[config.mk]
export PLATFORM = sky130hd
export DESIGN_NAME = natv_timer
export DESIGN_NICKNAME = d
export VERILOG_FILES = /design/src/rtl/soc_pkg.sv /design/src/rtl/natv_timer.sv
export SDC_FILE = /design/constraint.sdc
export NUM_CORES = 1
export LEC_CHECK = 0
export CORE_MARGIN = 2
export CORE_UTILIZATION = 45
export DETAILED_ROUTE_END_ITERATION = 10
export DONT_BUFFER_PORTS = 1
export SYNTH_ARGS = -nofsm -noshare
export SYNTH_HDL_FRONTEND = slang
export SYNTH_SLANG_ARGS = --single-unit
[constraint.sdc]
create_clock -name clk_i -period 5.6 [get_ports clk_i]
set_input_delay 0.56 -clock clk_i [delete_from_list [all_inputs] [get_ports clk_i]]
set_output_delay 0.56 -clock clk_i [all_outputs]
set_load 0.05 [all_outputs]
[src/rtl/soc_pkg.sv]
// shared definitions for the peripheral subsystem
// address map, register offsets, bus widths and interrupt bit positions
`default_nettype none

package soc_pkg;

  typedef logic [31:0] addr_t;  // nmi byte address
  typedef logic [31:0] data_t;
  typedef logic [3:0]  strb_t;  // nonzero means a write
  typedef logic [7:0]  irq_t;
  typedef logic [11:0] ofs_t;   // byte offset inside one device window

  typedef enum logic [2:0] {DEV_RAM, DEV_GPIO, DEV_TIMER, DEV_APB, DEV_NONE} dev_sel_t;

  typedef enum logic [1:0] {APB_IDLE, APB_SETUP, APB_ACCESS, APB_DONE} apb_state_t;

  ////////////////////////////////////////////////////////////
  // address map, the decoder only looks at bits 31:28 and 15:12
  localparam addr_t RAM_BASE   = 32'h0000_0000;
  localparam addr_t GPIO_BASE  = 32'h1000_0000;
  localparam addr_t TIMER_BASE = 32'h1000_1000;
  localparam addr_t APB_BASE   = 32'h2000_0000;

  localparam int RAM_WORDS = 256;
  localparam int RAM_AW    = 8;   // word address width
  localparam int GPIO_W    = 8;

  ////////////////////////////////////////////////////////////
  // register offsets
  localparam ofs_t GPIO_OUT   = 12'h000;
  localparam ofs_t GPIO_IN    = 12'h004;
  localparam ofs_t GPIO_OEN   = 12'h008;
  localparam ofs_t GPIO_IEN   = 12'h00C;
  localparam ofs_t GPIO_IPEND = 12'h010;  // write 1 to clear

  localparam ofs_t TMR_COUNT = 12'h000;
  localparam ofs_t TMR_CMP   = 12'h004;
  localparam ofs_t TMR_CTRL  = 12'h008;  // bit 0 enables counting
  localparam ofs_t TMR_STAT  = 12'h00C;

  localparam ofs_t PWM_PERIOD = 12'h000;
  localparam ofs_t PWM_DUTY   = 12'h004;
  localparam ofs_t PWM_CTRL   = 12'h008;

  // interrupt vector positions, remaining bits stay zero
  localparam int IRQ_EXT   = 0;
  localparam int IRQ_TIMER = 1;
  localparam int IRQ_GPIO  = 2;

endpackage

`default_nettype wire

[src/rtl/natv_timer.sv]
// free-running compare timer with a sticky match interrupt
`timescale 1ns/1ps
`default_nettype none

module natv_timer (
  input  logic           clk_i,
  input  logic           rst_i,
  input  logic           sel_i,
  input  soc_pkg::addr_t addr_i,
  input  soc_pkg::data_t wdata_i,
  input  soc_pkg::strb_t wstrb_i,
  output logic           ready_o,
  output soc_pkg::data_t rdata_o,
  output logic           irq_o
);

  soc_pkg::data_t count_q, cmp_q;
  soc_pkg::data_t rdata_q;
  soc_pkg::ofs_t  ofs;
  logic           en_q, stat_q;
  logic           ready_q, acc, wr;
  logic           match;

  assign ofs   = addr_i[11:0];
  assign acc   = sel_i & ~ready_q;
  assign wr    = acc & (|wstrb_i);
  assign match = en_q & (count_q == cmp_q);

  always_ff @(posedge clk_i) begin
    if (rst_i) begin
      ready_q <= 1'b0;
      count_q <= '0;
      cmp_q   <= '0;
      en_q    <= 1'b0;
      stat_q  <= 1'b0;
    end else begin
      ready_q <= acc;
      // a bus write to the count takes priority over counting
      if (wr && ofs == soc_pkg::TMR_COUNT) count_q <= wdata_i;
      else if (match)                      count_q <= '0;
      else if (en_q)                       count_q <= count_q + 32'd1;
      if (wr && ofs == soc_pkg::TMR_CMP)  cmp_q <= wdata_i;
      if (wr && ofs == soc_pkg::TMR_CTRL) en_q  <= wdata_i[0];
      stat_q <= match | (stat_q & ~(wr && ofs == soc_pkg::TMR_STAT && wdata_i[0]));
    end
  end

  always_ff @(posedge clk_i) begin
    if (acc) begin
      case (ofs)
        soc_pkg::TMR_COUNT: rdata_q <= count_q;
        soc_pkg::TMR_CMP:   rdata_q <= cmp_q;
        soc_pkg::TMR_CTRL:  rdata_q <= {31'h0, en_q};
        soc_pkg::TMR_STAT:  rdata_q <= {31'h0, stat_q};
        default:            rdata_q <= '0;
      endcase
    end
  end

  assign ready_o = ready_q;
  assign rdata_o = rdata_q;
  assign irq_o   = stat_q;  // level stays up until software clears it

  a_count_le_cmp: assert property (@(posedge clk_i) disable iff (rst_i)
    en_q |-> count_q <= cmp_q);

endmodule

`default_nettype wire

* After elaboration in Yosys (flattened, before gate mapping)
Index checks and enable logic that the tools add are counted.
Widths: inputs -> output; s select.
** Cells by class
- Add/subtract/negate cells :: 1
- Multiply operators :: 0
- Div/mod/pow operators :: 0
- Magnitude comparators :: 0
- Equality and inequality tests :: 4
- Shift operators :: 0
- Muxes and demuxes :: 4
- Bitwise logic cells :: 7
- Reduce and logical (&&, ||, !) cells :: 8
** Operators by type and width (number)
- $pmux 32 s4 :: 1
- $mux 32 :: 3
- $add 32x1->32 const B :: 1
- $eq 32x32->1 :: 1
- $eq 12x4->1 const B :: 2
- $eq 12x3->1 const B :: 1
- $logic_not 12->1 :: 1
- $logic_and 1x1->1 :: 5
- $and 1x1->1 :: 4
- $reduce_or 4->1 :: 1
- $reduce_bool 3->1 :: 1
- $not 1->1 :: 2
- $or 1x1->1 :: 1
** Storage, ports and cells
- Register bits :: 99
- Latch bits :: 0
- Bits in writable memories :: 0
- ROM bits :: 0
- Input port bits :: 71
- Word-level logic and storage cells :: 30
- Memories :: 0

* Depth between registers and ports, before layout
- Depth after elaboration :: 8
- Gate-level depth with buffers :: 8
- Depth with buffers taken out :: 6

* Worst setup path before layout
Ideal clock, no wire load.
- Path kind :: input to register
- Start point :: in addr_i[9]
- End point :: reg count_q[30]
- Setup time :: 132 ps
- Data arrival time :: 1892 ps
- Data required time :: 5468 ps
- Path slack :: 3576 ps
- Stages :: 7
- Cells stage by stage :: nor4_1 > and3_1 > clkbuf_1 > nand2_1 > clkbuf_1 > a31oi_1 > o22ai_2
** On the way
- Word-level cells in the longest chain between the ends :: 3
** RTL lines
- start: declaration :: RTL line natv_timer.sv:9 : input soc_pkg::addr_t addr_i,
- $logic_not 12->1 (*) :: RTL line natv_timer.sv:39 : if (wr && ofs == soc_pkg::TMR_COUNT) count_q <= wdata_i;
- $logic_and 1x1->1 (*) :: RTL line natv_timer.sv:39
- $reduce_bool 3->1 (no source line) or $mux 32 (tied branches)
- end signal: assignment :: RTL line natv_timer.sv:39
- end signal: assignment :: RTL line natv_timer.sv:41 : else if (en_q) count_q <= count_q + 32'd1;
- end: declaration :: RTL line natv_timer.sv:17 : soc_pkg::data_t count_q, cmp_q;
Mark *: on every way between the ends. The rest lies on a longest branch, timed or not.
A chain may end at the register's enable or synchronous reset.

* Worst setup path after layout
- Start point :: reg count_q[16]
- End point :: reg count_q[28]
** On the way
- Word-level cells in the longest chain between the ends :: 4
** RTL lines
- $add 32x1->32 or $eq 32x32->1 (tied branches) :: RTL line natv_timer.sv:41, natv_timer.sv:27
- $mux 32 or $and 1x1->1 (tied branches) :: RTL line natv_timer.sv:41, natv_timer.sv:27
- $mux 32 :: RTL line natv_timer.sv:40 : else if (match) count_q <= '0;
- $mux 32 :: RTL line natv_timer.sv:39
Several ways; a longest one is shown, not always the timed one. The select of a mux whose other input is x is not followed.

==> run metrics <==
Distinct cells, synth=49; CTS tree=yes; full die area=0.01237 mm^2; Hold Worst Slack=0.2808 ns; CTS Root Cell=clkbuf_16; Post-synth EDFFs=32; remaining global-route overflow=0; Slew Viols, Final=0; Fin Setup TNS=0 ns; Skew-Pair Late Insertion Delay=0.35 ns; Placement Rows=39; die width=111.2 um; Cell Pwr Density=287.8 mW/mm^2; Final period util=47.63%; number of buffers created by CTS=9; routed len/inst=20.26 um; first-pass GRT wire length=21020 um; Crit path largest cell delay=0.59 ns; port bufs=0; worst slew pin tran=1.168 ns; status=completed; Tmin final=2.667 ns; CTS H-tree depth=3; Layout area overhead=5.321%; Leak=2.028 nW; CP Cell Sequence=xor2_1 > nor4_1 > nand4_1 > o31ai_4 > buf_4 > o22ai_1; largest net degree at the start of global routing=69; antenna-violating nets left=0; Synth Flop Type=dfxtp_1; Synth warnings=0; DR DRC count=0; Pint=1.248 mW; register bit total from synthesis=99; final hold viol count=0; worst path required time=5.82 ns; mapped cell area=0.005174 mm^2; RSZ-0062 raised after global routing=no; worst-case clock skew=0.007057 ns; Startpoint Class=register; Comb pwr share=1.0%; Avg Inst Size Synth=9.424 um^2; DP HPWL=8145 um; Final Wtd Congestion=0.8617; vias in the first global route=3738; Synth Net Count=621; async set-reset flop share out of synthesis=0%; CTS clk-pin slew, worst paths=0.07 ns; CTS max path bufs=2; CTS resizes=0; Detailed Routing Iterations Pass 1=5; share of cells above drive strength 1=7.379%; Setup crit end kind=register; Starting Density=45.70%; Routed WL=13330 um; Placed Area=0.005082 mm^2; vias per cell=6.046; P_sw=0.3198 mW; Finished Cell Area=0.005449 mm^2; register area share after synthesis=44.50%; Max Freq=0.3749 GHz; DIE HEIGHT=111.2 um; max cap viols=0; Starting DRT DRC Count=261; CP Data Arrival Time=2.89 ns; Clk pwr share=48.5%; Filler cells=1105; initial antenna violation count=0; io pins=105; CP max-delay cell=dfxtp_1; CP Max Fanout=24; ant diodes=0; Post-CTS Hold Buffers=0; total power=1.568 mW; Post-CTS Setup Inserts=0; crit path kind=register to register; Vias=3978; Nets=582; GRT Total Usage=21.61%; Final setup viols=0; Switching Share=20.40%; Min-Delay Path Class=primary input to register; peak supply drop=0.1709 mV; Reg power frac=50.6%; clock sink total=99; Synth Instances=549; Slew HR=22.05%; Core Area=0.01132 mm^2
-- cell type report --
| type | instances | area, um^2 | share of cell area, % |
|---|---|---|---|
| Timing Repair Buffer | 9 | 67.56 | 1.240 |
| Clock buffer | 11 | 242.7 | 4.455 |
| Tap cell | 143 | 178.9 | 3.284 |
| Multi-Input combinational cell | 386 | 2515 | 46.15 |
| Clock inverter | 5 | 123.9 | 2.273 |
| Sequential cell | 99 | 2302 | 42.25 |
| Inverter | 5 | 18.77 | 0.3444 |
-- layer usage --
layer | global-route usage, % | wire length [um]
met1 | 29.83 | 5874
met2 | 32.07 | 5988
met3 | 5.905 | 1204
met4 | 8.889 | 267
met5 | 0 | 0
-- sequential cells by signal, summed over array words and instances, names as in the netlist --
name / flops
cmp_q: 32
count_q: 32
rdata_o: 32
en_q: 1
irq_o: 1
ready_o: 1
-- cells by family (layout without fill, tap and decap cells) --
family	count (synthesis)	in the layout	synth area share (%)
AOI/OAI and AO/OA	135	135	17.46
xor gates and xnor gates	61	61	10.33
adders and majority gates	1	1	0.2418
buffers and inverters	64	30	7.352
DFF	99	99	44.50
muxes	2	2	0.6288
and+or+nand+nor	187	187	19.49
-- worst max-delay path: cells and delay by family, from the launching register on --
family          cells  cell delay (ns)
buf+inv             1             0.38
simple gates        2             0.79
flops               1             0.59
compound gates      2             0.64
xor+xnor            1             0.12
-- worst paths after layout --
path,from,to,slack [ns],cells after the start
max,count_q[16],count_q[28],2.93,6
min,rst_i,cmp_q[30],0.28,1
max reg2reg,count_q[16],count_q[28],2.93,6
min reg2reg,cmp_q[16],cmp_q[16],0.47,2
-- cells in the mapped netlist, drive strengths merged (2+ instances only) --
cell type | n | share of area [%]
a31oi | 30 | 3.6
buf | 20 | 2.8
o22ai | 30 | 3.9
nor4 | 15 | 2.6
xor2 | 47 | 8.0
edfxtp | 32 | 19
nor3 | 4 | 0.39
or3 | 3 | 0.39
and2 | 8 | 0.99
and3 | 33 | 4.0
nor2 | 13 | 0.94
and4 | 4 | 0.70
a21oi | 37 | 3.6
nand2 | 76 | 5.5
clkbuf | 38 | 4.0
inv | 5 | 0.36
dfxtp | 67 | 26
a22o | 31 | 5.3
xnor2 | 14 | 2.4
a211oi | 2 | 0.29
o31ai | 2 | 0.39
nand3 | 13 | 1.3
nand4 | 13 | 1.9
-- through the flow --
stage	setup slack (ns)	util [%]	std cells
floorplan	3.576	-	549
global placement	3.014	44.89	642
detailed placement	2.988	44.89	642
CTS	2.957	48.13	658
global route	2.788	48.13	658
finish	2.933	48.13	658
-- power groups by stage --
stage | logic [mW] | registers [mW] | clock network [mW]
floorplan | 0.0179 | 0.808 | 0
global placement | 0.0157 | 0.809 | 0
detailed placement | 0.0158 | 0.809 | 0
CTS | 0.0159 | 0.793 | 0.771
global route | 0.0173 | 0.793 | 0.806
finish | 0.0153 | 0.793 | 0.760
-- placed cells by master (no fill, tap or decap), types with 2 or more instances in the layout --
cell type,instances
nor3_1,4
clkbuf_16,9
and3_1,32
nor4_1,11
or3_1,2
nor2_1,13
xor2_1,47
a22o_1,30
buf_4,9
o22ai_1,28
dfxtp_1,67
and2_1,7
edfxtp_1,32
bufinv_16,4
inv_1,5
nand3_1,13
o22ai_2,2
nand2_1,76
xnor2_1,14
a211oi_1,2
and4_1,3
a21oi_1,37
nor4_4,3
a31oi_1,30
nand4_1,12
Power figures use the tool's default switching activity.
