**src/rtl/soc_pkg.sv**
```systemverilog
// shared definitions for the peripheral subsystem
// address map, register offsets, bus widths and interrupt bit positions
`default_nettype none

package soc_pkg;

  typedef logic [31:0] addr_t;  // nmi byte address
  typedef logic [31:0] data_t;
  typedef logic [3:0]  strb_t;  // nonzero means a write
  typedef logic [7:0]  irq_t;
  typedef logic [11:0] ofs_t;   // byte offset inside one device window

  typedef enum logic [2:0] {DEV_RAM, DEV_GPIO, DEV_TIMER, DEV_APB, DEV_NONE} dev_sel_t;

  typedef enum logic [1:0] {APB_IDLE, APB_SETUP, APB_ACCESS, APB_DONE} apb_state_t;

  ////////////////////////////////////////////////////////////
  // address map, the decoder only looks at bits 31:28 and 15:12
  localparam addr_t RAM_BASE   = 32'h0000_0000;
  localparam addr_t GPIO_BASE  = 32'h1000_0000;
  localparam addr_t TIMER_BASE = 32'h1000_1000;
  localparam addr_t APB_BASE   = 32'h2000_0000;

  localparam int RAM_WORDS = 256;
  localparam int RAM_AW    = 8;   // word address width
  localparam int GPIO_W    = 8;

  ////////////////////////////////////////////////////////////
  // register offsets
  localparam ofs_t GPIO_OUT   = 12'h000;
  localparam ofs_t GPIO_IN    = 12'h004;
  localparam ofs_t GPIO_OEN   = 12'h008;
  localparam ofs_t GPIO_IEN   = 12'h00C;
  localparam ofs_t GPIO_IPEND = 12'h010;  // write 1 to clear

  localparam ofs_t TMR_COUNT = 12'h000;
  localparam ofs_t TMR_CMP   = 12'h004;
  localparam ofs_t TMR_CTRL  = 12'h008;  // bit 0 enables counting
  localparam ofs_t TMR_STAT  = 12'h00C;

  localparam ofs_t PWM_PERIOD = 12'h000;
  localparam ofs_t PWM_DUTY   = 12'h004;
  localparam ofs_t PWM_CTRL   = 12'h008;

  // interrupt vector positions, remaining bits stay zero
  localparam int IRQ_EXT   = 0;
  localparam int IRQ_TIMER = 1;
  localparam int IRQ_GPIO  = 2;

endpackage

`default_nettype wire

```
**src/rtl/nmi_bus.sv**
```systemverilog
// nmi address decoder
// routes a request to ram, gpio, timer or apb and returns the selected response
`timescale 1ns/1ps
`default_nettype none

module nmi_bus (
  input  logic           clk_i,
  input  logic           rst_i,
  input  logic           mem_valid_i,
  input  soc_pkg::addr_t mem_addr_i,
  input  logic           ram_ready_i,
  input  soc_pkg::data_t ram_rdata_i,
  input  logic           gpio_ready_i,
  input  soc_pkg::data_t gpio_rdata_i,
  input  logic           timer_ready_i,
  input  soc_pkg::data_t timer_rdata_i,
  input  logic           apb_ready_i,
  input  soc_pkg::data_t apb_rdata_i,
  output logic           ram_sel_o,
  output logic           gpio_sel_o,
  output logic           timer_sel_o,
  output logic           apb_sel_o,
  output logic           mem_ready_o,
  output soc_pkg::data_t mem_rdata_o
);

  soc_pkg::dev_sel_t dev_sel;
  logic              none_ready_q;  // response for unmapped addresses

  function automatic logic [7:0] dec_key(input soc_pkg::addr_t addr);
    return {addr[31:28], addr[15:12]};
  endfunction

  always_comb begin
    if (dec_key(mem_addr_i) == dec_key(soc_pkg::RAM_BASE))
      dev_sel = soc_pkg::DEV_RAM;
    else if (dec_key(mem_addr_i) == dec_key(soc_pkg::GPIO_BASE))
      dev_sel = soc_pkg::DEV_GPIO;
    else if (dec_key(mem_addr_i) == dec_key(soc_pkg::TIMER_BASE))
      dev_sel = soc_pkg::DEV_TIMER;
    else if (dec_key(mem_addr_i) == dec_key(soc_pkg::APB_BASE))
      dev_sel = soc_pkg::DEV_APB;
    else
      dev_sel = soc_pkg::DEV_NONE;
  end

  assign ram_sel_o   = mem_valid_i & (dev_sel == soc_pkg::DEV_RAM);
  assign gpio_sel_o  = mem_valid_i & (dev_sel == soc_pkg::DEV_GPIO);
  assign timer_sel_o = mem_valid_i & (dev_sel == soc_pkg::DEV_TIMER);
  assign apb_sel_o   = mem_valid_i & (dev_sel == soc_pkg::DEV_APB);

  always_ff @(posedge clk_i) begin
    if (rst_i) begin
      none_ready_q <= 1'b0;
    end else begin
      none_ready_q <= mem_valid_i & (dev_sel == soc_pkg::DEV_NONE) & ~none_ready_q;
    end
  end

  always_comb begin
    case (dev_sel)
      soc_pkg::DEV_RAM:   {mem_ready_o, mem_rdata_o} = {ram_ready_i, ram_rdata_i};
      soc_pkg::DEV_GPIO:  {mem_ready_o, mem_rdata_o} = {gpio_ready_i, gpio_rdata_i};
      soc_pkg::DEV_TIMER: {mem_ready_o, mem_rdata_o} = {timer_ready_i, timer_rdata_i};
      soc_pkg::DEV_APB:   {mem_ready_o, mem_rdata_o} = {apb_ready_i, apb_rdata_i};
      default:            {mem_ready_o, mem_rdata_o} = {none_ready_q, 32'h0};  // reads as zero
    endcase
  end

  // a device may only answer while the master still holds its request
  a_one_sel: assert property (@(posedge clk_i) disable iff (rst_i)
    $onehot0({ram_sel_o, gpio_sel_o, timer_sel_o, apb_sel_o}));
  a_ready_valid: assert property (@(posedge clk_i) disable iff (rst_i)
    mem_ready_o |-> mem_valid_i);

endmodule

`default_nettype wire

```
**config.mk**
```make
export PLATFORM = sky130hd
export DESIGN_NAME = nmi_bus
export DESIGN_NICKNAME = d
export VERILOG_FILES = /design/src/rtl/soc_pkg.sv /design/src/rtl/nmi_bus.sv
export SDC_FILE = /design/constraint.sdc
export NUM_CORES = 1
export LEC_CHECK = 0
export ABC_AREA = 1
export BUFFER_PORTS_ARGS = -buffer_cell sky130_fd_sc_hd__buf_2
export CORE_AREA = 2 2 80 82
export CTS_BUF_LIST = sky130_fd_sc_hd__clkbuf_16
export CTS_CLUSTER_SIZE = 28
export DETAILED_ROUTE_END_ITERATION = 8
export DIE_AREA = 0 0 82 84
export GPL_TIMING_DRIVEN = 0
export SKIP_LAST_GASP = 1
export SLEW_MARGIN = 20
export SYNTH_ARGS = -nofsm -noshare
export SYNTH_HDL_FRONTEND = slang
export SYNTH_SLANG_ARGS = --single-unit
export TNS_END_PERCENT = 10
```
**constraint.sdc**
```tcl
create_clock -name clk_i -period 1 [get_ports clk_i]
set_input_delay 0.2 -clock clk_i [delete_from_list [all_inputs] [get_ports clk_i]]
set_output_delay 0.2 -clock clk_i [all_outputs]
set_load 0.01 [all_outputs]
```
* Yosys cells after proc, flatten, opt, wreduce, memory -nomap -nowiden
Index checks and enable logic that the tools add are counted.
Storage, ports and cells: output and inout bits 37, bits in registers 1, word-level logic and storage cells 23
Operators by class: equal/unequal tests 7, bitwise logic cells 7, mux-type cells 6, reduce and logical (&&, ||, !) cells 2
Operators with widths (number):
- $pmux 32 s4 | 1
- $eq 8x5->1 const B | 2
- $mux 3 | 4
- $eq 8x6->1 const B | 1
- $logic_not 8->1 | 1
- $and 1x1->1 | 6
- $eq 3x2->1 const B | 2
- $pmux 1 s4 | 1
- $eq 3x1->1 const B | 1
- $eq 3x3->1 const B | 1
- $logic_not 3->1 | 1
- $not 1->1 | 1

* Depth between registers and ports, before layout
depth after elaboration 8, depth in mapped cells 7, mapped depth without buffers 7

* Worst setup path before layout
OpenSTA, ideal clock, no wires.
kind input-to-output, start in mem_addr_i[13], end out mem_rdata_o[0], path slack -0.138 ns, arrival 0.938 ns, stages 6, required time 0.800 ns, cells stage by stage nor2_2 nand2_4 nor2_4 buf_6 nand2_1 nand4_1
On the way: word-level cells in the longest chain between the ends 7
RTL lines:
- from (decl) | RTL line nmi_bus.sv:10 | input soc_pkg::addr_t mem_addr_i,
- $eq 8x6->1 | RTL line nmi_bus.sv:41 | else if (dec_key(mem_addr_i) == dec_key(soc_pkg::APB_BASE))
- $mux 3 | RTL line nmi_bus.sv:41
- $mux 3 | RTL line nmi_bus.sv:39 | else if (dec_key(mem_addr_i) == dec_key(soc_pkg::TIMER_BASE))
- $mux 3 | RTL line nmi_bus.sv:37 | else if (dec_key(mem_addr_i) == dec_key(soc_pkg::GPIO_BASE))
- $mux 3 (*) | RTL line nmi_bus.sv:35 | if (dec_key(mem_addr_i) == dec_key(soc_pkg::RAM_BASE))
- $eq 3x2->1, or another cell as far along | RTL line nmi_bus.sv:61 | case (dev_sel)
- $pmux 32 s4 (*) | RTL line nmi_bus.sv:61
- to (decl) | RTL line nmi_bus.sv:24 | output soc_pkg::data_t mem_rdata_o
Every way passes the cells marked *; elsewhere a longest branch is shown, timed or not.

* Final worst setup path
start in mem_addr_i[29], end out mem_rdata_o[4]
The elaborated chain is that of the path after synthesis.

==> results.cfg <==
[cells_and_area]
num_antenna_cells = 0
final_cell_area_sq_mm = 0.002317
multiInputGateArea_sq_um = 960.9
areaGrowthSynthToFinish_pct = 109.0
largest_reg_flops = 1
mostFrequentLayoutCells = buf_2 (179), nand2_1 (107), nand3_1 (36)
drive_gt1_share_pct = 53.61
fill_cells = 700
seqCellArea_sq_um = 20.02
largest-register = none_ready_q
nets = 585
final_common_cell = buf_2
reg.largest.list = none_ready_q x1

[routing]
post-route-drc-count = 0
routed_via_density = 4.481
ant_nets = 0
dr.first_iter.drc_count = 54
drt_wl_total_um = 6136
dr.pass1.iters = 4
vias = 2209
route.detailed.wl_per_inst_um = 12.45

[floorplanning]
initial_core_util_pct = 18.19
row_count = 29
core_sq_mm = 0.006096
die_h_um = 84
die_w_um = 82
ios = 204
die_area_sq_mm = 0.006888

[worst_setup_path]
r2r-end = none_ready_q
r2r_slack_ns = 0.38
rr_worst_depth = 3
crit_arrival_ns = 1.28
crit_type = in -> out
required_ns = 0.80
reg2reg_from = none_ready_q
cp-start-kind = primary input
crit_path_max_fanout = 10
endpoint_kind = output port

[sta]
rsz0062_at_grt = yes
clock.fmax_ghz = 0.6776
setup_viol = 38
setup_slack_ns = -0.4757
finClkSkew_ns = 0
period_share_pct = 147.6
finalCriticalPeriod_ns = 1.476
hold_viol = 0
drv_slew = 0
worst-slew-pin-transition_ns = 0.2640
relSlewSlack_pct = 82.36

[synthesis]
postSynthAreaPerCell_sq_um = 4.971
yosysSeqAreaShare_pct = 1.806
yosys-top-cells-area = nand2_1 (37%), nand4_1 (18%), nand3_1 (16%), buf_4 (5.4%), nor2_4 (5.1%)
ys_warn_count = 0
yosysTopAreaCellShare_pct = 36.91
synth_nets = 390
syn_area_sq_mm = 0.001109
syn_inst = 223
synth.distinct_cells = 16
synth-seq-cells = 1
yosys.area.top_type = nand2_1

[global_routing]
grt_use_met2_pct = 30.52
grt_pass1_vias = 2021
met1_usage_pct = 18.84
busiest_layer = met2
grt_max_degree = 11
grt_pass1_wl_um = 8949
met3_usage_pct = 1.948
grt_antenna_before_repair = 0
overflow = 0
grt_use_total_pct = 15.86

[pwr]
ir_worst_vdd_uv = 117.5
power_w = 0.0004623
p_leak_nw = 1.316
power_density_mw_per_mm2 = 199.5

[status]
violations = negative setup slack
status = finished, violations left

[placement]
detailed_place_hpwl_um = 4882
placed_cell_area_sq_mm = 0.002130
globalplace.congestion = 0.7433
portBuffers = 179

[min_path]
holdPathEnd = none_ready_q
hp-start = rst_i
hold_class = in -> reg
min_delay_path_depth = 4

[clocking]
insertion_delay_ns = 0
path_clk_slew_ns = 0
hold_buffers = 0

[flow_run]
max_cap_viol_count = 0
==> worst max-delay path: stages <==
cell,delay (ns)
buf_2,0.13
inv_2,0.07
nand2_1,0.08
nor2_4,0.26
buf_6,0.19
nand3_1,0.08
nand4_1,0.12
buf_2,0.14
==> how the worst max path moves through the flow <==
stage,startpoint,to,slack (ns)
6_report,mem_addr_i[29],mem_rdata_o[4],-0.48
5_1_grt,mem_addr_i[29],mem_rdata_o[15],-0.56
4_1_cts,mem_addr_i[31],mem_rdata_o[15],-0.48
3_5_place_dp,mem_addr_i[13],mem_rdata_o[25],-0.65
3_3_place_gp,mem_addr_i[13],mem_rdata_o[25],-0.63
2_1_floorplan,mem_addr_i[31],mem_rdata_o[0],-0.11
==> synthesized netlist by cell type, drive strengths merged <==
library cell  count
nor3              3
nand4            32
o211ai            1
nand3            38
nand2           110
nor2             14
buf              15
inv               9
dfxtp             1
==> kinds of logic after synthesis <==
| kind of cell | Yosys count | share of synthesized area, % |
|---|---|---|
| compound gates | 1 | 0.6775 |
| buf+inv | 24 | 13.32 |
| flops | 1 | 1.806 |
| simple gates | 197 | 84.20 |
==> area by class of cell <==
cell class                 count  area share, %
timing repair buffer         193          44.92
multi-input combinational    198          41.47
buffer                        15          7.127
tap                           77          4.158
inverter                       9          1.458
sequential                     1         0.8639
==> where the power goes <==
| part | switching (W) | total (W) | internal, W | leakage (nW) |
|---|---|---|---|---|
| clock network | 0 | 0 | 0 | 0 |
| logic | 0.000172 | 0.000418 | 0.000246 | 1.31 |
| registers | 0.00000127 | 0.0000444 | 0.0000431 | 0.00829 |
| total | 0.000173 | 0.000462 | 0.000289 | 1.32 |
==> stage by stage <==
step	std cells	setup TNS [ns]	utilization (%)	setup WS [ns]	hold WS (ns)
after floorplan	223	-3.351	-	-0.1073	0.3246
after global placement	479	-19.73	34.93	-0.6266	0.4345
after detailed placement	479	-20.42	34.93	-0.6483	0.4543
after CTS	490	-15.88	37.13	-0.4777	0.4543
after global routing	493	-18.63	38.01	-0.5628	0.4725
final	493	-15.34	38.01	-0.4757	0.4484
==> metal layers <==
layer | vias to the layer above | wire, um | part of all wire [%]
met5 | - | 0 | 0
met4 | 0 | 27 | 0.44
met3 | 4 | 579 | 9.4
met2 | 117 | 3059 | 50
met1 | 947 | 2469 | 40
li1 | 1141 | - | -
==> timing repair <==
item                       4_1_cts  5_1_grt
pin swaps                        9        3
cloned                           3        2
resized for setup               13        8
setup buffers                    8        1
setup endpoints to repair       38       38
Power figures use the tool's default switching activity.
