`config.mk`:
```
export PLATFORM = sky130hd
export DESIGN_NAME = natv_gpio
export DESIGN_NICKNAME = d
export VERILOG_FILES = /design/src/rtl/soc_pkg.sv /design/src/rtl/natv_gpio.sv
export SDC_FILE = /design/constraint.sdc
export NUM_CORES = 1
export LEC_CHECK = 0
export ABC_AREA = 1
export BUFFER_PORTS_ARGS = -buffer_cell sky130_fd_sc_hd__buf_4
export CORE_UTILIZATION = 30
export CTS_BUF_LIST = sky130_fd_sc_hd__clkbuf_8
export CTS_CLUSTER_DIAMETER = 60
export DETAILED_ROUTE_END_ITERATION = 8
export HOLD_SLACK_MARGIN = 0.1
export PLACE_DENSITY = 0.62
export SLEW_MARGIN = 20
export SYNTH_ARGS = -nofsm -noshare
export SYNTH_HDL_FRONTEND = slang
export SYNTH_SLANG_ARGS = --single-unit
```
`constraint.sdc`:
```
create_clock -name clk_i -period 3.1 [get_ports clk_i]
set_clock_uncertainty 0.05 [all_clocks]
set_input_delay 0 -clock clk_i [delete_from_list [all_inputs] [get_ports clk_i]]
set_output_delay 0 -clock clk_i [all_outputs]
set_load 0.02 [all_outputs]
```
`src/rtl/soc_pkg.sv`:
```
// shared definitions for the peripheral subsystem
// address map, register offsets, bus widths and interrupt bit positions
`default_nettype none

package soc_pkg;

  typedef logic [31:0] addr_t;  // nmi byte address
  typedef logic [31:0] data_t;
  typedef logic [3:0]  strb_t;  // nonzero means a write
  typedef logic [7:0]  irq_t;
  typedef logic [11:0] ofs_t;   // byte offset inside one device window

  typedef enum logic [2:0] {DEV_RAM, DEV_GPIO, DEV_TIMER, DEV_APB, DEV_NONE} dev_sel_t;

  typedef enum logic [1:0] {APB_IDLE, APB_SETUP, APB_ACCESS, APB_DONE} apb_state_t;

  ////////////////////////////////////////////////////////////
  // address map, the decoder only looks at bits 31:28 and 15:12
  localparam addr_t RAM_BASE   = 32'h0000_0000;
  localparam addr_t GPIO_BASE  = 32'h1000_0000;
  localparam addr_t TIMER_BASE = 32'h1000_1000;
  localparam addr_t APB_BASE   = 32'h2000_0000;

  localparam int RAM_WORDS = 256;
  localparam int RAM_AW    = 8;   // word address width
  localparam int GPIO_W    = 8;

  ////////////////////////////////////////////////////////////
  // register offsets
  localparam ofs_t GPIO_OUT   = 12'h000;
  localparam ofs_t GPIO_IN    = 12'h004;
  localparam ofs_t GPIO_OEN   = 12'h008;
  localparam ofs_t GPIO_IEN   = 12'h00C;
  localparam ofs_t GPIO_IPEND = 12'h010;  // write 1 to clear

  localparam ofs_t TMR_COUNT = 12'h000;
  localparam ofs_t TMR_CMP   = 12'h004;
  localparam ofs_t TMR_CTRL  = 12'h008;  // bit 0 enables counting
  localparam ofs_t TMR_STAT  = 12'h00C;

  localparam ofs_t PWM_PERIOD = 12'h000;
  localparam ofs_t PWM_DUTY   = 12'h004;
  localparam ofs_t PWM_CTRL   = 12'h008;

  // interrupt vector positions, remaining bits stay zero
  localparam int IRQ_EXT   = 0;
  localparam int IRQ_TIMER = 1;
  localparam int IRQ_GPIO  = 2;

endpackage

`default_nettype wire

```
`src/rtl/natv_gpio.sv`:
```
// gpio block with output, enable and rising-edge interrupt registers
`timescale 1ns/1ps
`default_nettype none

module natv_gpio (
  input  logic                       clk_i,
  input  logic                       rst_i,
  input  logic                       sel_i,
  input  soc_pkg::addr_t             addr_i,
  input  soc_pkg::data_t             wdata_i,
  input  soc_pkg::strb_t             wstrb_i,
  input  logic [soc_pkg::GPIO_W-1:0] gpio_in_i,
  output logic                       ready_o,
  output soc_pkg::data_t             rdata_o,
  output logic [soc_pkg::GPIO_W-1:0] gpio_out_o,
  output logic [soc_pkg::GPIO_W-1:0] gpio_oen_o,
  output logic                       irq_o
);

  logic [soc_pkg::GPIO_W-1:0] out_q, oen_q;
  logic [soc_pkg::GPIO_W-1:0] ien_q, pend_q;
  logic [soc_pkg::GPIO_W-1:0] sync1_q, sync2_q, prev_q;
  logic [soc_pkg::GPIO_W-1:0] rise, clr;
  soc_pkg::ofs_t              ofs;
  soc_pkg::data_t             rdata_q;
  logic                       ready_q, acc, wr;

  assign ofs  = addr_i[11:0];
  assign acc  = sel_i & ~ready_q;
  assign wr   = acc & (|wstrb_i);  // any strobe writes the whole word
  assign rise = sync2_q & ~prev_q;
  assign clr  = (wr && ofs == soc_pkg::GPIO_IPEND) ? wdata_i[soc_pkg::GPIO_W-1:0] : '0;

  always_ff @(posedge clk_i) begin
    if (rst_i) begin
      ready_q <= 1'b0;
      out_q   <= '0;
      oen_q   <= '0;
      ien_q   <= '0;
      pend_q  <= '0;
      sync1_q <= '0;
      sync2_q <= '0;
      prev_q  <= '0;
    end else begin
      ready_q <= acc;
      sync1_q <= gpio_in_i;
      sync2_q <= sync1_q;
      prev_q  <= sync2_q;
      if (wr && ofs == soc_pkg::GPIO_OUT) out_q <= wdata_i[soc_pkg::GPIO_W-1:0];
      if (wr && ofs == soc_pkg::GPIO_OEN) oen_q <= wdata_i[soc_pkg::GPIO_W-1:0];
      if (wr && ofs == soc_pkg::GPIO_IEN) ien_q <= wdata_i[soc_pkg::GPIO_W-1:0];
      // a new edge wins over a clear in the same cycle
      pend_q <= (pend_q & ~clr) | (rise & ien_q);
    end
  end

  always_ff @(posedge clk_i) begin
    if (acc) begin
      case (ofs)
        soc_pkg::GPIO_OUT:   rdata_q <= soc_pkg::data_t'(out_q);
        soc_pkg::GPIO_IN:    rdata_q <= soc_pkg::data_t'(sync2_q);
        soc_pkg::GPIO_OEN:   rdata_q <= soc_pkg::data_t'(oen_q);
        soc_pkg::GPIO_IEN:   rdata_q <= soc_pkg::data_t'(ien_q);
        soc_pkg::GPIO_IPEND: rdata_q <= soc_pkg::data_t'(pend_q);
        default:             rdata_q <= '0;
      endcase
    end
  end

  assign ready_o    = ready_q;
  assign rdata_o    = rdata_q;
  assign gpio_out_o = out_q;
  assign gpio_oen_o = oen_q;
  assign irq_o      = |pend_q;

endmodule

`default_nettype wire

```
# After elaboration in Yosys (flattened, before gate mapping)

Index checks and enable logic that the tools add are counted.

Input bits: 79
Output and inout port bits: 50
Register bits: 89
Logic and storage cells: 31

Reductions and logical operators: 7
Multiplexer cells: 2
Equal/unequal tests: 4
Bitwise logic cells: 9

Operators with widths:

| cell                  | number |
|---|---|
| $pmux W8 S5           | 1 |
| $and A8 B8 Y8         | 3 |
| $eq A12 B4 Y1 const B | 2 |
| $not A8 Y8            | 2 |
| $eq A12 B3 Y1 const B | 1 |
| $eq A12 B5 Y1 const B | 1 |
| $logic_not A12 Y1     | 1 |
| $mux W8               | 1 |
| $or A8 B8 Y8          | 1 |
| $reduce_or A8 Y1      | 1 |
| $logic_and A1 B1 Y1   | 4 |
| $reduce_or A4 Y1      | 1 |
| $and A1 B1 Y1         | 2 |
| $not A1 Y1            | 1 |

# Longest topological paths before layout

Depth in word-level cells: 8
Gate-level depth with buffers: 10
Depth with buffers taken out: 9

# Least setup slack after synthesis

OpenSTA, ideal clock, no wires.

Path type: reg2reg
Start point: register ready_q, in the netlist ready_o
End point: register out_q (netlist bit gpio_out_o[5])
Setup time: 119 ps
Data arrival time: 1300 ps
Cell stages (with the launch flop): 9
Slack: 1630 ps
Data required time: 2931 ps
Path through: dfxtp_1 inv_2 nand2_1 a21oi_1 buf_2 nand3_2 buf_2 o21ai_1 a21oi_1

Word-level cells in the longest chain between the ends: 4

Ends and longest elaborated chain:

| what                   | RTL line        | RTL |
|---|---|---|
| start, declared        | natv_gpio.sv:26 | `logic ready_q, acc, wr;` |
| start signal, assigned | natv_gpio.sv:36 | `ready_q <= 1'b0;` |
| start signal, assigned | natv_gpio.sv:45 | `ready_q <= acc;` |
| $not A1 Y1             | natv_gpio.sv:29 | `assign acc = sel_i & ~ready_q;` |
| $and A1 B1 Y1          | natv_gpio.sv:29 |  |
| $and A1 B1 Y1          | natv_gpio.sv:30 | `assign wr = acc & (\|wstrb_i);` |
| $logic_and A1 B1 Y1    | natv_gpio.sv:49 | `if (wr && ofs == soc_pkg::GPIO_OUT) out_q <= wdata_i[soc_pkg::GPIO_W-1:0];` |
| end signal, assigned   | natv_gpio.sv:49 |  |
| end, declared          | natv_gpio.sv:20 | `logic [soc_pkg::GPIO_W-1:0] out_q, oen_q;` |

Every way passes these cells.
A chain may end at the register's enable or synchronous reset.

# Worst setup path in the final report

Start point: register ready_q, in the netlist ready_o
End point: register ien_q[7] (netlist bit)

Word-level cells in the longest chain between the ends: 4

Ends and longest elaborated chain:

| what                 | RTL line        | RTL |
|---|---|---|
| $not A1 Y1           | natv_gpio.sv:29 |  |
| $and A1 B1 Y1        | natv_gpio.sv:29 |  |
| $and A1 B1 Y1        | natv_gpio.sv:30 |  |
| $logic_and A1 B1 Y1  | natv_gpio.sv:51 | `if (wr && ofs == soc_pkg::GPIO_IEN) ien_q <= wdata_i[soc_pkg::GPIO_W-1:0];` |
| end signal, assigned | natv_gpio.sv:51 |  |
| end, declared        | natv_gpio.sv:21 | `logic [soc_pkg::GPIO_W-1:0] ien_q, pend_q;` |

Every way passes these cells.

==> results.json <==
{
  "die_area_sq_mm": 0.0102,
  "p_clk_share_pct": 39.6,
  "met3WireLength_microns": 329,
  "grt_max_degree": 35,
  "final_common_cell": "nor2_1",
  "crit_type": "reg -> reg",
  "final_cells": 622,
  "synth_warnings": 0,
  "ys_seq_elements": 65,
  "synthTopCellsByArea": "dfxtp_1, nor2_1, inv_1",
  "status": "complete, no violations",
  "core_sq_mm": 0.00937,
  "worstMarginPinSlew_ns": 0.629,
  "cap_violations": 0,
  "core.rowCount": 35,
  "worst_slack_ns": 1.24,
  "initialDrtViolationCount": 107,
  "vias_per_cell": 4.21,
  "drive_gt1_share_pct": 17.4,
  "yosys_most_used_dff": "dfxtp_1",
  "crit_required_ns": 3.28,
  "cts_tree": "done",
  "die_y_microns": 101,
  "end_kind": "register",
  "fillers": 1030,
  "antenna_cells": 0,
  "place_inst": 580,
  "dp_hpwl_microns": 4880,
  "syn_inst": 406,
  "antenna_found_initial": 0,
  "synth_cell_type_count": 27,
  "r2r_start": "ready_o",
  "period_share_pct": 59.9,
  "reg2reg_depth": 7,
  "cts_buffers": 9,
  "route.met2.wl_microns": 3120,
  "grtUsageTotal_pct": 14.2,
  "worst_slew_margin_rel_pct": 57.8,
  "seqPwrFrac_pct": 51.0,
  "synth_edf_count": 8,
  "cts_num_sinks": 65,
  "slew_viol_final": 0,
  "cp_max_fo": 16,
  "grt.overflow.total": 0,
  "initial_utilization_pct": 31.4,
  "clkTransAtPathRegs_ns": 0.07,
  "vias": 2619,
  "clock_path_buffers": 2,
  "grt_pass1_vias": 2388,
  "p_per_area_mw_per_mm2": 447,
  "post_cts_buffers": 0,
  "hold_start": "addr_i[2]",
  "ios": 129,
  "ir_drop_mv": 0.223,
  "sw_frac_of_total_pct": 24.2,
  "crit_path_start_kind": "register",
  "synth_top_cell_by_area": "dfxtp_1",
  "post_drt_wl_per_cell_microns": 10.6,
  "syn_to_final_growth_pct": 30.5,
  "nets": 567,
  "async_reset_ff_share_pct": 0,
  "fin_tns_setup_ns": 0,
  "drt-total-wl_microns": 6580,
  "hold_depth": 5,
  "p_switching_mw": 0.414,
  "grt_first_pass_wirelength_microns": 11100,
  "die_x_microns": 101,
  "htreeDepth": 3,
  "power_mw": 1.71,
  "clk_latency_ns": 0.34,
  "m1WireLength_microns": 3060,
  "hold_class": "in -> reg",
  "synth.cell_area_sq_mm": 0.00294,
  "drt_pass1_iterations": 4,
  "rsz0062_at_grt": "no",
  "fmax_mhz": 539,
  "r2r_slack_ns": 1.24,
  "drc": 0,
  "cts_root_buffer": "clkbuf_8",
  "worstPathArrival_ns": 2.04,
  "drtAntennaViolNets": 0,
  "r2r-end": "ien_q[7]",
  "hold_viol_final": 0,
  "p_int_mw": 1.30,
  "post_synth.cell_area_avg_sq_um": 7.25,
  "setup_viol": 0,
  "dr.max_layer_used": "met4",
  "yosysSeqAreaShare_pct": 47.0,
  "min_period_ns": 1.86,
  "dp_worst_setup_slack_ns": 1.24,
  "post-synth-top-area-fraction_pct": 38.8,
  "whs_endpoint": "rdata_o[7]",
  "place_congestion": 0.781,
  "mostFrequentLayoutCells": "nor2_1, inv_1, nand2_1",
  "portBuffers": 60,
  "leakagePower_nw": 1.77,
  "power_frac_comb_pct": 9.4
}
==> power by group through the flow <==
stage / Combinational, mW / Sequential (mW) / Clock, mW
after floorplan: 0.0958 / 0.899 / 0
after global placement: 0.135 / 0.892 / 0
after detailed placement: 0.137 / 0.893 / 0
after CTS: 0.162 / 0.873 / 0.705
after global routing: 0.178 / 0.875 / 0.744
final: 0.161 / 0.873 / 0.679
==> worst max path at each step <==
stage,from,to,slack [ns],cells past startpoint
3_5_place_dp,addr_i[11],ien_q[7],1.24,7
4_1_cts,ready_o,ien_q[3],1.27,7
5_1_grt,ready_o,ien_q[7],1.04,7
2_1_floorplan,ready_o,gpio_out_o[5],1.63,8
3_3_place_gp,ready_o,ien_q[2],1.29,7
6_report,ready_o,ien_q[7],1.24,7
==> metal layers <==
layer | vias to the layer above | GRT usage (%)
li1 | 1364 | -
met1 | 1185 | 18.1
met2 | 63 | 22.8
met3 | 7 | 5.27
met4 | 0 | 3.68
met5 | - | 0
==> synth_stat cells (all sizes together), types with 2 or more instances <==
master  instances
nand4          16
o21ai          25
a21oi          17
dfxtp          57
edfxtp          8
nand3          12
buf            33
inv            69
nor4            2
nor3            2
nand2          69
nor2           84
clkbuf          7
==> flip-flops by register name, summed over array words and instances, names as in the netlist <==
name / count
rdata_o: 8
ready_o: 1
pend_q: 8
sync1_q: 8
gpio_oen_o: 8
gpio_out_o: 8
prev_q: 8
ien_q: 8
sync2_q: 8
==> final cells by class <==
| cell class | count | area, sq um | area share, % |
|---|---|---|---|
| Timing Repair Buffer | 88 | 726 | 18.9 |
| Clock buffer | 9 | 124 | 3.23 |
| Clock inverter | 7 | 62.6 | 1.63 |
| Multi-Input combinational cell | 254 | 1120 | 29.2 |
| Tap cell | 129 | 161 | 4.21 |
| Sequential cell | 65 | 1380 | 36.0 |
| Inverter | 70 | 263 | 6.85 |
==> through the flow <==
step	instance area, sq um	hold slack, ns	utilization [%]
2_1_floorplan	3030	0.0570	-
6_report	3840	0.151	40.9
5_1_grt	3840	0.192	40.9
3_5_place_dp	3390	0.159	36.2
3_3_place_gp	3390	0.155	36.2
4_1_cts	3840	0.126	40.9
==> cells by family after synthesis <==
family	after synthesis	synth area share [%]
compound gates	42	7.15
buf+inv	110	17.9
simple gates	188	27.9
other cells	1	0.127
flops	65	47.0
==> critical path: stages (launching register included) <==
cell	delay, ns
dfxtp_1	0.32
inv_2	0.04
nand2_1	0.11
a21oi_1	0.15
buf_4	0.21
nand3_1	0.47
o21ai_1	0.33
nor2_1	0.06
==> timing repair <==
item / in CTS / in global routing
hold buffers: 26 / 0
resized for setup: 0 / 0
hold endpoints to repair: 57 / 0
setup endpoints to repair: 0 / 0
No activity file was read; power rests on OpenSTA's default activity.
