[config.mk]
export PLATFORM = sky130hd
export DESIGN_NAME = apb_pwm
export DESIGN_NICKNAME = d
export VERILOG_FILES = /design/src/rtl/soc_pkg.sv /design/src/rtl/apb_pwm.sv
export SDC_FILE = /design/constraint.sdc
export NUM_CORES = 1
export LEC_CHECK = 0
export BUFFER_PORTS_ARGS = -buffer_cell sky130_fd_sc_hd__buf_4
export CORE_AREA = 8 8 122 124
export DETAILED_ROUTE_END_ITERATION = 8
export DIE_AREA = 0 0 130 132
export PLACE_DENSITY_LB_ADDON = 0.05
export SLEW_MARGIN = 20
export SYNTH_ARGS = -nofsm -noshare
export SYNTH_HDL_FRONTEND = slang
export SYNTH_SLANG_ARGS = --single-unit
[constraint.sdc]
create_clock -name clk_i -period 3.6 [get_ports clk_i]
set_input_delay 1.08 -clock clk_i [delete_from_list [all_inputs] [get_ports clk_i]]
set_output_delay 1.08 -clock clk_i [all_outputs]
set_load 0.005 [all_outputs]
[src/rtl/soc_pkg.sv]
// shared definitions for the peripheral subsystem
// address map, register offsets, bus widths and interrupt bit positions
`default_nettype none

package soc_pkg;

  typedef logic [31:0] addr_t;  // nmi byte address
  typedef logic [31:0] data_t;
  typedef logic [3:0]  strb_t;  // nonzero means a write
  typedef logic [7:0]  irq_t;
  typedef logic [11:0] ofs_t;   // byte offset inside one device window

  typedef enum logic [2:0] {DEV_RAM, DEV_GPIO, DEV_TIMER, DEV_APB, DEV_NONE} dev_sel_t;

  typedef enum logic [1:0] {APB_IDLE, APB_SETUP, APB_ACCESS, APB_DONE} apb_state_t;

  ////////////////////////////////////////////////////////////
  // address map, the decoder only looks at bits 31:28 and 15:12
  localparam addr_t RAM_BASE   = 32'h0000_0000;
  localparam addr_t GPIO_BASE  = 32'h1000_0000;
  localparam addr_t TIMER_BASE = 32'h1000_1000;
  localparam addr_t APB_BASE   = 32'h2000_0000;

  localparam int RAM_WORDS = 256;
  localparam int RAM_AW    = 8;   // word address width
  localparam int GPIO_W    = 8;

  ////////////////////////////////////////////////////////////
  // register offsets
  localparam ofs_t GPIO_OUT   = 12'h000;
  localparam ofs_t GPIO_IN    = 12'h004;
  localparam ofs_t GPIO_OEN   = 12'h008;
  localparam ofs_t GPIO_IEN   = 12'h00C;
  localparam ofs_t GPIO_IPEND = 12'h010;  // write 1 to clear

  localparam ofs_t TMR_COUNT = 12'h000;
  localparam ofs_t TMR_CMP   = 12'h004;
  localparam ofs_t TMR_CTRL  = 12'h008;  // bit 0 enables counting
  localparam ofs_t TMR_STAT  = 12'h00C;

  localparam ofs_t PWM_PERIOD = 12'h000;
  localparam ofs_t PWM_DUTY   = 12'h004;
  localparam ofs_t PWM_CTRL   = 12'h008;

  // interrupt vector positions, remaining bits stay zero
  localparam int IRQ_EXT   = 0;
  localparam int IRQ_TIMER = 1;
  localparam int IRQ_GPIO  = 2;

endpackage

`default_nettype wire

[src/rtl/apb_pwm.sv]
// apb pwm generator with period, duty and enable registers
`timescale 1ns/1ps
`default_nettype none

module apb_pwm (
  input  logic           clk_i,
  input  logic           rst_i,
  input  logic           psel_i,
  input  logic           penable_i,
  input  logic           pwrite_i,
  input  soc_pkg::ofs_t  paddr_i,
  input  soc_pkg::data_t pwdata_i,
  output soc_pkg::data_t prdata_o,
  output logic           pready_o,
  output logic           pwm_o
);

  soc_pkg::data_t period_q, duty_q;
  soc_pkg::data_t cnt_q;
  logic           en_q, pwm_q;
  logic           wr;

  assign wr       = psel_i & penable_i & pwrite_i;
  assign pready_o = 1'b1;  // no wait states

  always_ff @(posedge clk_i) begin
    if (rst_i) begin
      period_q <= '0;
      duty_q   <= '0;
      en_q     <= 1'b0;
      cnt_q    <= '0;
      pwm_q    <= 1'b0;
    end else begin
      if (wr && paddr_i == soc_pkg::PWM_PERIOD) period_q <= pwdata_i;
      if (wr && paddr_i == soc_pkg::PWM_DUTY)   duty_q   <= pwdata_i;
      if (wr && paddr_i == soc_pkg::PWM_CTRL)   en_q     <= pwdata_i[0];
      if (!en_q) begin
        cnt_q <= '0;
        pwm_q <= 1'b0;
      end else begin
        // wraps after period-1, a zero period keeps the counter at 0
        if (cnt_q + 32'd1 >= period_q) cnt_q <= '0;
        else                           cnt_q <= cnt_q + 32'd1;
        pwm_q <= (cnt_q < duty_q);
      end
    end
  end

  always_comb begin
    case (paddr_i)
      soc_pkg::PWM_PERIOD: prdata_o = period_q;
      soc_pkg::PWM_DUTY:   prdata_o = duty_q;
      soc_pkg::PWM_CTRL:   prdata_o = {31'h0, en_q};
      default:             prdata_o = '0;
    endcase
  end

  assign pwm_o = pwm_q;

endmodule

`default_nettype wire

Yosys cells after proc, flatten, opt, wreduce, memory -nomap -nowiden

Index checks and enable logic that the tools add are counted.

RAM bits: 0
Bits in read-only memories: 0
Register bits: 98
Memories: 0
Latch bits: 0

Magnitude comparators: 2
Shifts and indexed selects: 0
Mux-type cells: 1
Add/sub/neg operators: 1
Bitwise logic cells: 3
Multiply operators: 0
Reduce and logical (&&, ||, !) cells: 6
Div/mod/pow operators: 0
Eq/ne operators: 2

Operator list:

| cell                  | number |
|---|---|
| $pmux 32 s3           | 1 |
| $add 32x1->32 const B | 1 |
| $ge 32x32->1          | 1 |
| $lt 32x32->1          | 1 |
| $eq 12x3->1 const B   | 1 |
| $eq 12x4->1 const B   | 1 |
| $logic_not 12->1      | 1 |
| $logic_and 1x1->1     | 3 |
| $reduce_or 3->1       | 1 |
| $and 1x1->1           | 2 |
| $reduce_or 2->1       | 1 |
| $not 1->1             | 1 |

Logic depth before layout (Yosys ltp)

Gate-level depths: netlist (run 1).

Depth after elaboration: 3
Gate-level depth with buffers: 13
Mapped depth without buffers: 12

Least setup slack after synthesis (run 1)

OpenSTA, ideal clock, no wires.

Path type: input to output
Start point: input paddr_i[7]
End point: output prdata_o[10]
Arrival time: 2283 ps
Stages on the path: 5
Path buffers: 1
Setup slack: 237 ps
Cell sequence: nor4_4 -> nand3_4 -> nor3_1 -> clkbuf_1 -> a22o_1

Cells in the longest elaborated chain, start to end: 2
Elaborated cells between the ends (all ways): 4

RTL lines:

| element                                   | line          | source |
|---|---|---|
| start, declared                           | apb_pwm.sv:11 | `input soc_pkg::ofs_t paddr_i,` |
| $eq 12x4->1, or another cell as far along | apb_pwm.sv:50 | `case (paddr_i)` |
| $pmux 32 s3 (*)                           | apb_pwm.sv:50 |  |
| end, declared                             | apb_pwm.sv:13 | `output soc_pkg::data_t prdata_o,` |

Mark *: on every way between the ends. The rest lies on a longest branch, timed or not.

Worst setup path after layout (run 1)

Start point: input paddr_i[1]
End point: output prdata_o[1]

Same word-level chain as after synthesis.

==> impl_metrics.py, run 1 <==
metrics = {
    "outcome": {
        "run_status": "completed",
    },
    "cts": {
        "cts.sinks": 98,
        "cts_root_buffer": "clkbuf_16",
        "max-clock-path-buffers": 2,
        "numCtsBuffers": 9,
        "cts_tree": "done",
        "cts_setup_buffers": 0,
        "clk_latency_ps": 350,
        "clk_pin_slew_worst_paths_ps": 70,
        "htree_levels": 3,
    },
    "place": {
        "gp_congestion": 0.856,
        "hpwl_um": 10900,
        "io_buffers": 81,
    },
    "final_layout": {
        "syn2layout_area_growth_pct": 20.5,
        "layout-drive-gt1-share_pct": 16.8,
        "finalNetCount": 856,
        "diodes": 0,
        "fin_util_pct": 53.0,
    },
    "timing": {
        "max-slew-margin-rel_pct": 51.4,
        "min_period_over_period_pct": 96.3,
        "worstMarginPinSlew_ps": 729,
        "finalSetupViolCount": 0,
        "finalHoldViolations": 0,
        "drv_slew": 0,
        "tns_ps": 0,
        "rsz0062_at_grt": "false",
        "fmax_ghz": 0.288,
        "whs_ps": 476,
        "fin_skew_ps": 6.54,
        "fin_crit_ps": 3470,
    },
    "die": {
        "core_area_um2": 13000,
        "ios": 83,
        "die_area_um2": 17200,
        "start_util_pct": 44.0,
        "die_width_um": 130,
        "rows": 42,
        "die_y_um": 132,
    },
    "worst_setup_path": {
        "critical_path.endpoint": "prdata_o[1]",
        "regToRegSetupSlack_ps": 330,
        "r2r_end": "cnt_q[11]$_SDFF_PP0_",
        "cp.required_ps": 2520,
        "crit_buf_inv": 3,
        "ff2ff_path_depth": 11,
        "crit_type": "in -> out",
        "cp_slowest_cell": "nor4_4",
        "max_stage_delay_ps": 310,
        "crit_cells": 7,
        "critPathTopFamily": "simple AND/OR/NAND/NOR gates",
        "crit_fanout": 20,
        "path_cells": "buf_4 > nor4_4 > nand3_4 > nor3_4 > buf_12 > a22o_1 > buf_4",
        "cp.arrival_ps": 2390,
        "regToRegStartpoint": "cnt_q[15]$_SDFF_PP0_",
        "worstSetupEndpointType": "output pin",
        "cpMostUsedCell": "buf_4",
        "cp-start-kind": "primary input",
        "cp-startpoint": "paddr_i[1]",
    },
    "synth": {
        "synth_nets": 778,
        "yosysWarnings": 0,
        "ys_ff_latch": 98,
        "synth_ff_type": "dfxtp_1",
        "synth_area_um2": 5710,
        "avgSynthCellArea_um2": 8.59,
        "async_reset_ff_share_pct": 0,
        "yosysSeqAreaShare_pct": 34.4,
        "syn_inst": 665,
        "synth_edf_count": 0,
        "ys_types": 48,
    },
    "job": {
        "cap_violations": 0,
    },
    "power_and_ir_drop": {
        "p_leak_nw": 2.75,
        "powerDensity_nw_per_um2": 319,
        "fin_total_pwr_mw": 2.20,
        "peakVddDrop_mv": 0.157,
    },
    "hold_path": {
        "hp-class": "reg -> reg",
    },
    "global_route": {
        "antenna_found_initial": 0,
        "grt_pass1_vias": 4865,
        "grt_remaining_overflow": 0,
        "grt.total_usage_pct": 17.7,
        "grt_pass1_wl_um": 24400,
        "grt_max_degree": 67,
    },
    "detailed_routing": {
        "finalWirelength_um": 14700,
        "drtIter0Drc": 246,
        "postRouteAntennaNets": 0,
        "firstDrtPassIters": 4,
        "post_drt_wl_per_cell_um": 15.9,
        "dr_total_vias": 4792,
        "vias_per_cell": 5.19,
        "drc": 0,
    },
}
==> repair_timing <==
item | in CTS | in global routing
hold buffers | 0 | 0
resized for setup | 0 | 1
setup endpoints to repair | 0 | 16
==> registers in the layout, indices dropped and copies added (netlist names) <==
register  count
cnt_q        32
duty_q       32
en_q          1
period_q     32
pwm_o         1
==> logic make-up after synthesis <==
family | share of synthesized area (%)
AO/OA/AOI/OAI | 13.9
AND/OR/NAND/NOR | 20.3
adder cells (fa/ha/maj) | 14.0
multiplexers | 5.96
XOR/XNOR | 4.73
buffers and inverters | 6.68
flip-flops | 34.4
other | 0.0657
==> per-stage QoR <==
step | std cells | worst slack, ps | instance area (µm²)
detailed placement | 908 | 68.0 | 6560
floorplan | 665 | 237 | 5710
global placement | 908 | 113 | 6560
global route | 924 | 10.7 | 6880
CTS | 924 | 59.2 | 6880
finish | 924 | 131 | 6880
==> where the power goes <==
part / internal, mW / switching (mW)
logic: 0.0368 / 0.0336
registers: 1.08 / 0.0000187
clock network: 0.608 / 0.436
total: 1.73 / 0.470
==> cell type report <==
class | instances | area, µm²
fill | 1257 | 6100
multi-input combinational | 474 | 3390
sequential | 98 | 1960
timing repair buffer | 94 | 747
inverter | 66 | 248
clock buffer | 9 | 225
tap | 176 | 220
clock inverter | 7 | 93.8
==> worst min path at each step <==
stage | start | endpoint | slack (ps) | cells after the start
6_report | duty_q[0]$_SDFFE_PP0P_ | duty_q[0]$_SDFFE_PP0P_ | 480 | 2
3_3_place_gp | duty_q[0]$_SDFFE_PP0P_ | duty_q[0]$_SDFFE_PP0P_ | 460 | 2
3_5_place_dp | duty_q[15]$_SDFFE_PP0P_ | duty_q[15]$_SDFFE_PP0P_ | 470 | 2
2_1_floorplan | cnt_q[0]$_SDFF_PP0_ | cnt_q[0]$_SDFF_PP0_ | 440 | 1
4_1_cts | duty_q[15]$_SDFFE_PP0P_ | duty_q[15]$_SDFFE_PP0P_ | 480 | 2
5_1_grt | duty_q[2]$_SDFFE_PP0P_ | duty_q[2]$_SDFFE_PP0P_ | 510 | 2
==> worst min-delay path: stages (launching register included) <==
cell	delay (ps)
dfxtp_1	320
nand2_1	50
a21oi_1	50
==> routing by layer <==
| layer | wire [µm] | GRT usage (%) |
|---|---|---|
| met1 | 7400 | 23.9 |
| met2 | 6460 | 27.1 |
| met3 | 591 | 3.52 |
| met4 | 258 | 6.71 |
| met5 | 0 | 0 |
==> cells in the mapped netlist, types with 3 or more instances <==
cell | instances | area share [%]
a22o_1 | 31 | 4.8
ha_1 | 64 | 14
a211o_1 | 3 | 0.46
nand4_1 | 18 | 2.0
a21oi_1 | 53 | 4.6
dfxtp_1 | 98 | 34
buf_6 | 3 | 0.59
inv_1 | 66 | 4.3
a31oi_1 | 3 | 0.33
nor4_4 | 3 | 1.1
nand2_1 | 83 | 5.5
xor2_1 | 5 | 0.77
o21ai_0 | 9 | 0.79
nor3_1 | 5 | 0.44
mux2i_1 | 34 | 6.0
clkbuf_1 | 18 | 1.2
and3_1 | 3 | 0.33
nor2b_1 | 29 | 3.2
a21o_1 | 12 | 1.6
nand3_1 | 20 | 1.8
nor2_1 | 48 | 3.2
buf_2 | 5 | 0.44
xnor2_1 | 24 | 3.7
==> layout by cell type (no fill, tap or decap), types with 5 or more instances in the layout <==
cell,instances
xor2_1,5
nand4_1,18
clkbuf_16,9
ha_1,64
nand2_1,83
mux2i_1,34
a21oi_1,53
nor2b_1,29
a21o_1,12
nand3_1,20
dfxtp_1,98
inv_1,66
nor2_1,48
a22o_1,31
buf_4,90
xnor2_1,24
o21ai_0,9
Note: power is estimated with default switching activity, not from simulation.
==> inputs of run 2 (changes only) <==
--- a/config.mk
+++ b/config.mk
@@ -5,10 +5,11 @@
 export SDC_FILE = /design/constraint.sdc
 export NUM_CORES = 1
 export LEC_CHECK = 0
-export BUFFER_PORTS_ARGS = -buffer_cell sky130_fd_sc_hd__buf_4
 export CORE_AREA = 8 8 122 124
+export CTS_CLUSTER_DIAMETER = 50
 export DETAILED_ROUTE_END_ITERATION = 8
 export DIE_AREA = 0 0 130 132
+export DONT_BUFFER_PORTS = 1
 export PLACE_DENSITY_LB_ADDON = 0.05
 export SLEW_MARGIN = 20
 export SYNTH_ARGS = -nofsm -noshare
==> impl_metrics.py, run 2 (synthesis results as in run 1) <==
metrics = {
    "outcome": {
        "run_status": "completed",
    },
    "worst_setup_path": {
        "crit_type": "in -> out",
        "ff2ff_path_depth": 11,
        "cp_slowest_cell": "buf_4",
        "crit_fanout": 20,
        "cp.arrival_ps": 2270,
        "regToRegStartpoint": "cnt_q[15]$_SDFF_PP0_",
        "cp-start-kind": "primary input",
        "cp-startpoint": "paddr_i[7]",
        "path_cells": "nor4_4 > nand3_4 > nor3_2 > buf_4 > a22o_1",
        "critPathTopFamily": "simple AND/OR/NAND/NOR gates",
        "cp.required_ps": 2520,
        "max_stage_delay_ps": 320,
        "regToRegSetupSlack_ps": 320,
        "r2r_end": "cnt_q[27]$_SDFF_PP0_",
        "crit_buf_inv": 1,
        "worstSetupEndpointType": "output pin",
        "critical_path.endpoint": "prdata_o[20]",
        "crit_cells": 5,
    },
    "cts": {
        "htree_levels": 3,
        "cts_tree": "done",
        "max-clock-path-buffers": 2,
        "ctsHoldBuffers": 0,
        "cts_root_buffer": "clkbuf_16",
        "numCtsBuffers": 9,
        "clk_pin_slew_worst_paths_ps": 70,
        "post_cts_resized": 0,
        "clk_latency_ps": 350,
        "cts_setup_buffers": 0,
        "cts.sinks": 98,
    },
    "power_and_ir_drop": {
        "p_leak_nw": 2.36,
        "powerDensity_nw_per_um2": 354,
        "peakVddDrop_mv": 0.244,
    },
    "timing": {
        "min_period_over_period_pct": 93.0,
        "tns_ps": 0,
        "finalHoldViolations": 0,
        "rsz0062_at_grt": "false",
        "worstMarginPinSlew_ps": 637,
        "fin_skew_ps": 6.04,
        "fin_crit_ps": 3350,
        "whs_ps": 473,
        "drv_slew": 0,
        "fin_ws_ps": 251,
        "max-slew-margin-rel_pct": 57.6,
        "finalSetupViolCount": 0,
        "fmax_ghz": 0.299,
    },
    "detailed_routing": {
        "vias_per_cell": 5.38,
        "drc": 0,
        "dr_total_vias": 4536,
        "postRouteAntennaNets": 0,
        "post_drt_wl_per_cell_um": 17.1,
        "drtIter0Drc": 226,
        "firstDrtPassIters": 4,
        "finalWirelength_um": 14400,
    },
    "final_layout": {
        "fillers": 1294,
        "finalNetCount": 775,
        "mostFrequentLayoutCells": "dfxtp_1 (98), nand2_1 (83), inv_1 (66)",
        "regArea_um2": 1960,
        "layout-drive-gt1-share_pct": 6.75,
        "diodes": 0,
        "fin_util_pct": 48.5,
        "syn2layout_area_growth_pct": 10.2,
        "final_cell_area_um2": 6290,
        "reg_top3": "cnt_q: 32 flops, duty_q: 32 flops, period_q: 32 flops",
        "multi_input_area_um2": 3390,
        "layout_commonest_cell": "dfxtp_1",
    },
    "place": {
        "hpwl_um": 10900,
        "dpl_cell_area_um2": 5940,
        "pre_cts_ws_ps": 260,
        "io_buffers": 0,
        "gp_congestion": 0.775,
    },
    "global_route": {
        "antenna_found_initial": 0,
        "grt_pass1_wl_um": 23900,
        "grt_pass1_vias": 4593,
        "grt.total_usage_pct": 17.5,
        "grt_remaining_overflow": 0,
        "grt_max_degree": 67,
    },
    "die": {
        "start_util_pct": 44.0,
        "rows": 42,
        "die_width_um": 130,
        "ios": 83,
        "core_area_um2": 13000,
        "die_y_um": 132,
        "die_area_um2": 17200,
    },
    "job": {
        "cap_violations": 0,
    },
    "hold_path": {
        "hp-class": "reg -> reg",
    },
}
run 2: changes by cell type in the layout (fill, tap and decap cells not counted):
cell	change
buf_4	-79
clkbuf_8	+2
clkinvlp_4	-2
buf_12	-1
buf_6	-1
bufinv_16	+1
clkinv_4	-1
run 2: worst register-to-register path, stage by stage (launching register included):
cell and delay, ps:
dfxtp_1 450, nand4_1 210, nor3_1 400, and3_1 250, nand3_1 120, xnor2_1 180
ha_1 310, nand4_1 180, or4_1 570, o211ai_2 220, buf_12 210, nor2b_1 70
run 2: through the flow:
step	total power, mW	instances
6_report	2.23	843
5_1_grt	2.30	843
4_1_cts	2.26	843
3_5_place_dp	1.12	827
3_3_place_gp	1.12	827
2_1_floorplan	1.13	665
run 2: power by group:
group | leakage, nW | total, mW | internal, mW | switching [mW]
clock network | 0.176 | 1.14 | 0.715 | 0.423
logic | 1.40 | 0.00724 | 0.00402 | 0.00322
registers | 0.789 | 1.08 | 1.08 | 0.0000184
total | 2.36 | 2.23 | 1.80 | 0.426
run 2: worst min path at each step:
stage,startpoint,to,slack [ps],cells after the start
global placement,duty_q[25]$_SDFFE_PP0P_,duty_q[25]$_SDFFE_PP0P_,460,2
global route,duty_q[9]$_SDFFE_PP0P_,duty_q[9]$_SDFFE_PP0P_,490,2
finish,duty_q[4]$_SDFFE_PP0P_,duty_q[4]$_SDFFE_PP0P_,470,2
detailed placement,duty_q[25]$_SDFFE_PP0P_,duty_q[25]$_SDFFE_PP0P_,460,2
floorplan,cnt_q[0]$_SDFF_PP0_,cnt_q[0]$_SDFF_PP0_,440,1
CTS,duty_q[25]$_SDFFE_PP0P_,duty_q[25]$_SDFFE_PP0P_,470,2
run 2: layout make-up:
class	instances	area share, %
tap	176	3.50
multi-input combinational	474	53.8
sequential	98	31.2
clock buffer	11	4.02
clock inverter	5	1.59
inverter	66	3.94
timing repair buffer	13	1.95
run 2: per-layer routing:
| layer | track usage, % | vias up | share of wire [%] |
|---|---|---|---|
| li1 | - | 2268 | - |
| met1 | 22.6 | 2134 | 47 |
| met2 | 27.1 | 118 | 45 |
| met3 | 4.77 | 16 | 7.0 |
| met4 | 6.71 | 0 | 1.7 |
| met5 | 0 | - | 0 |
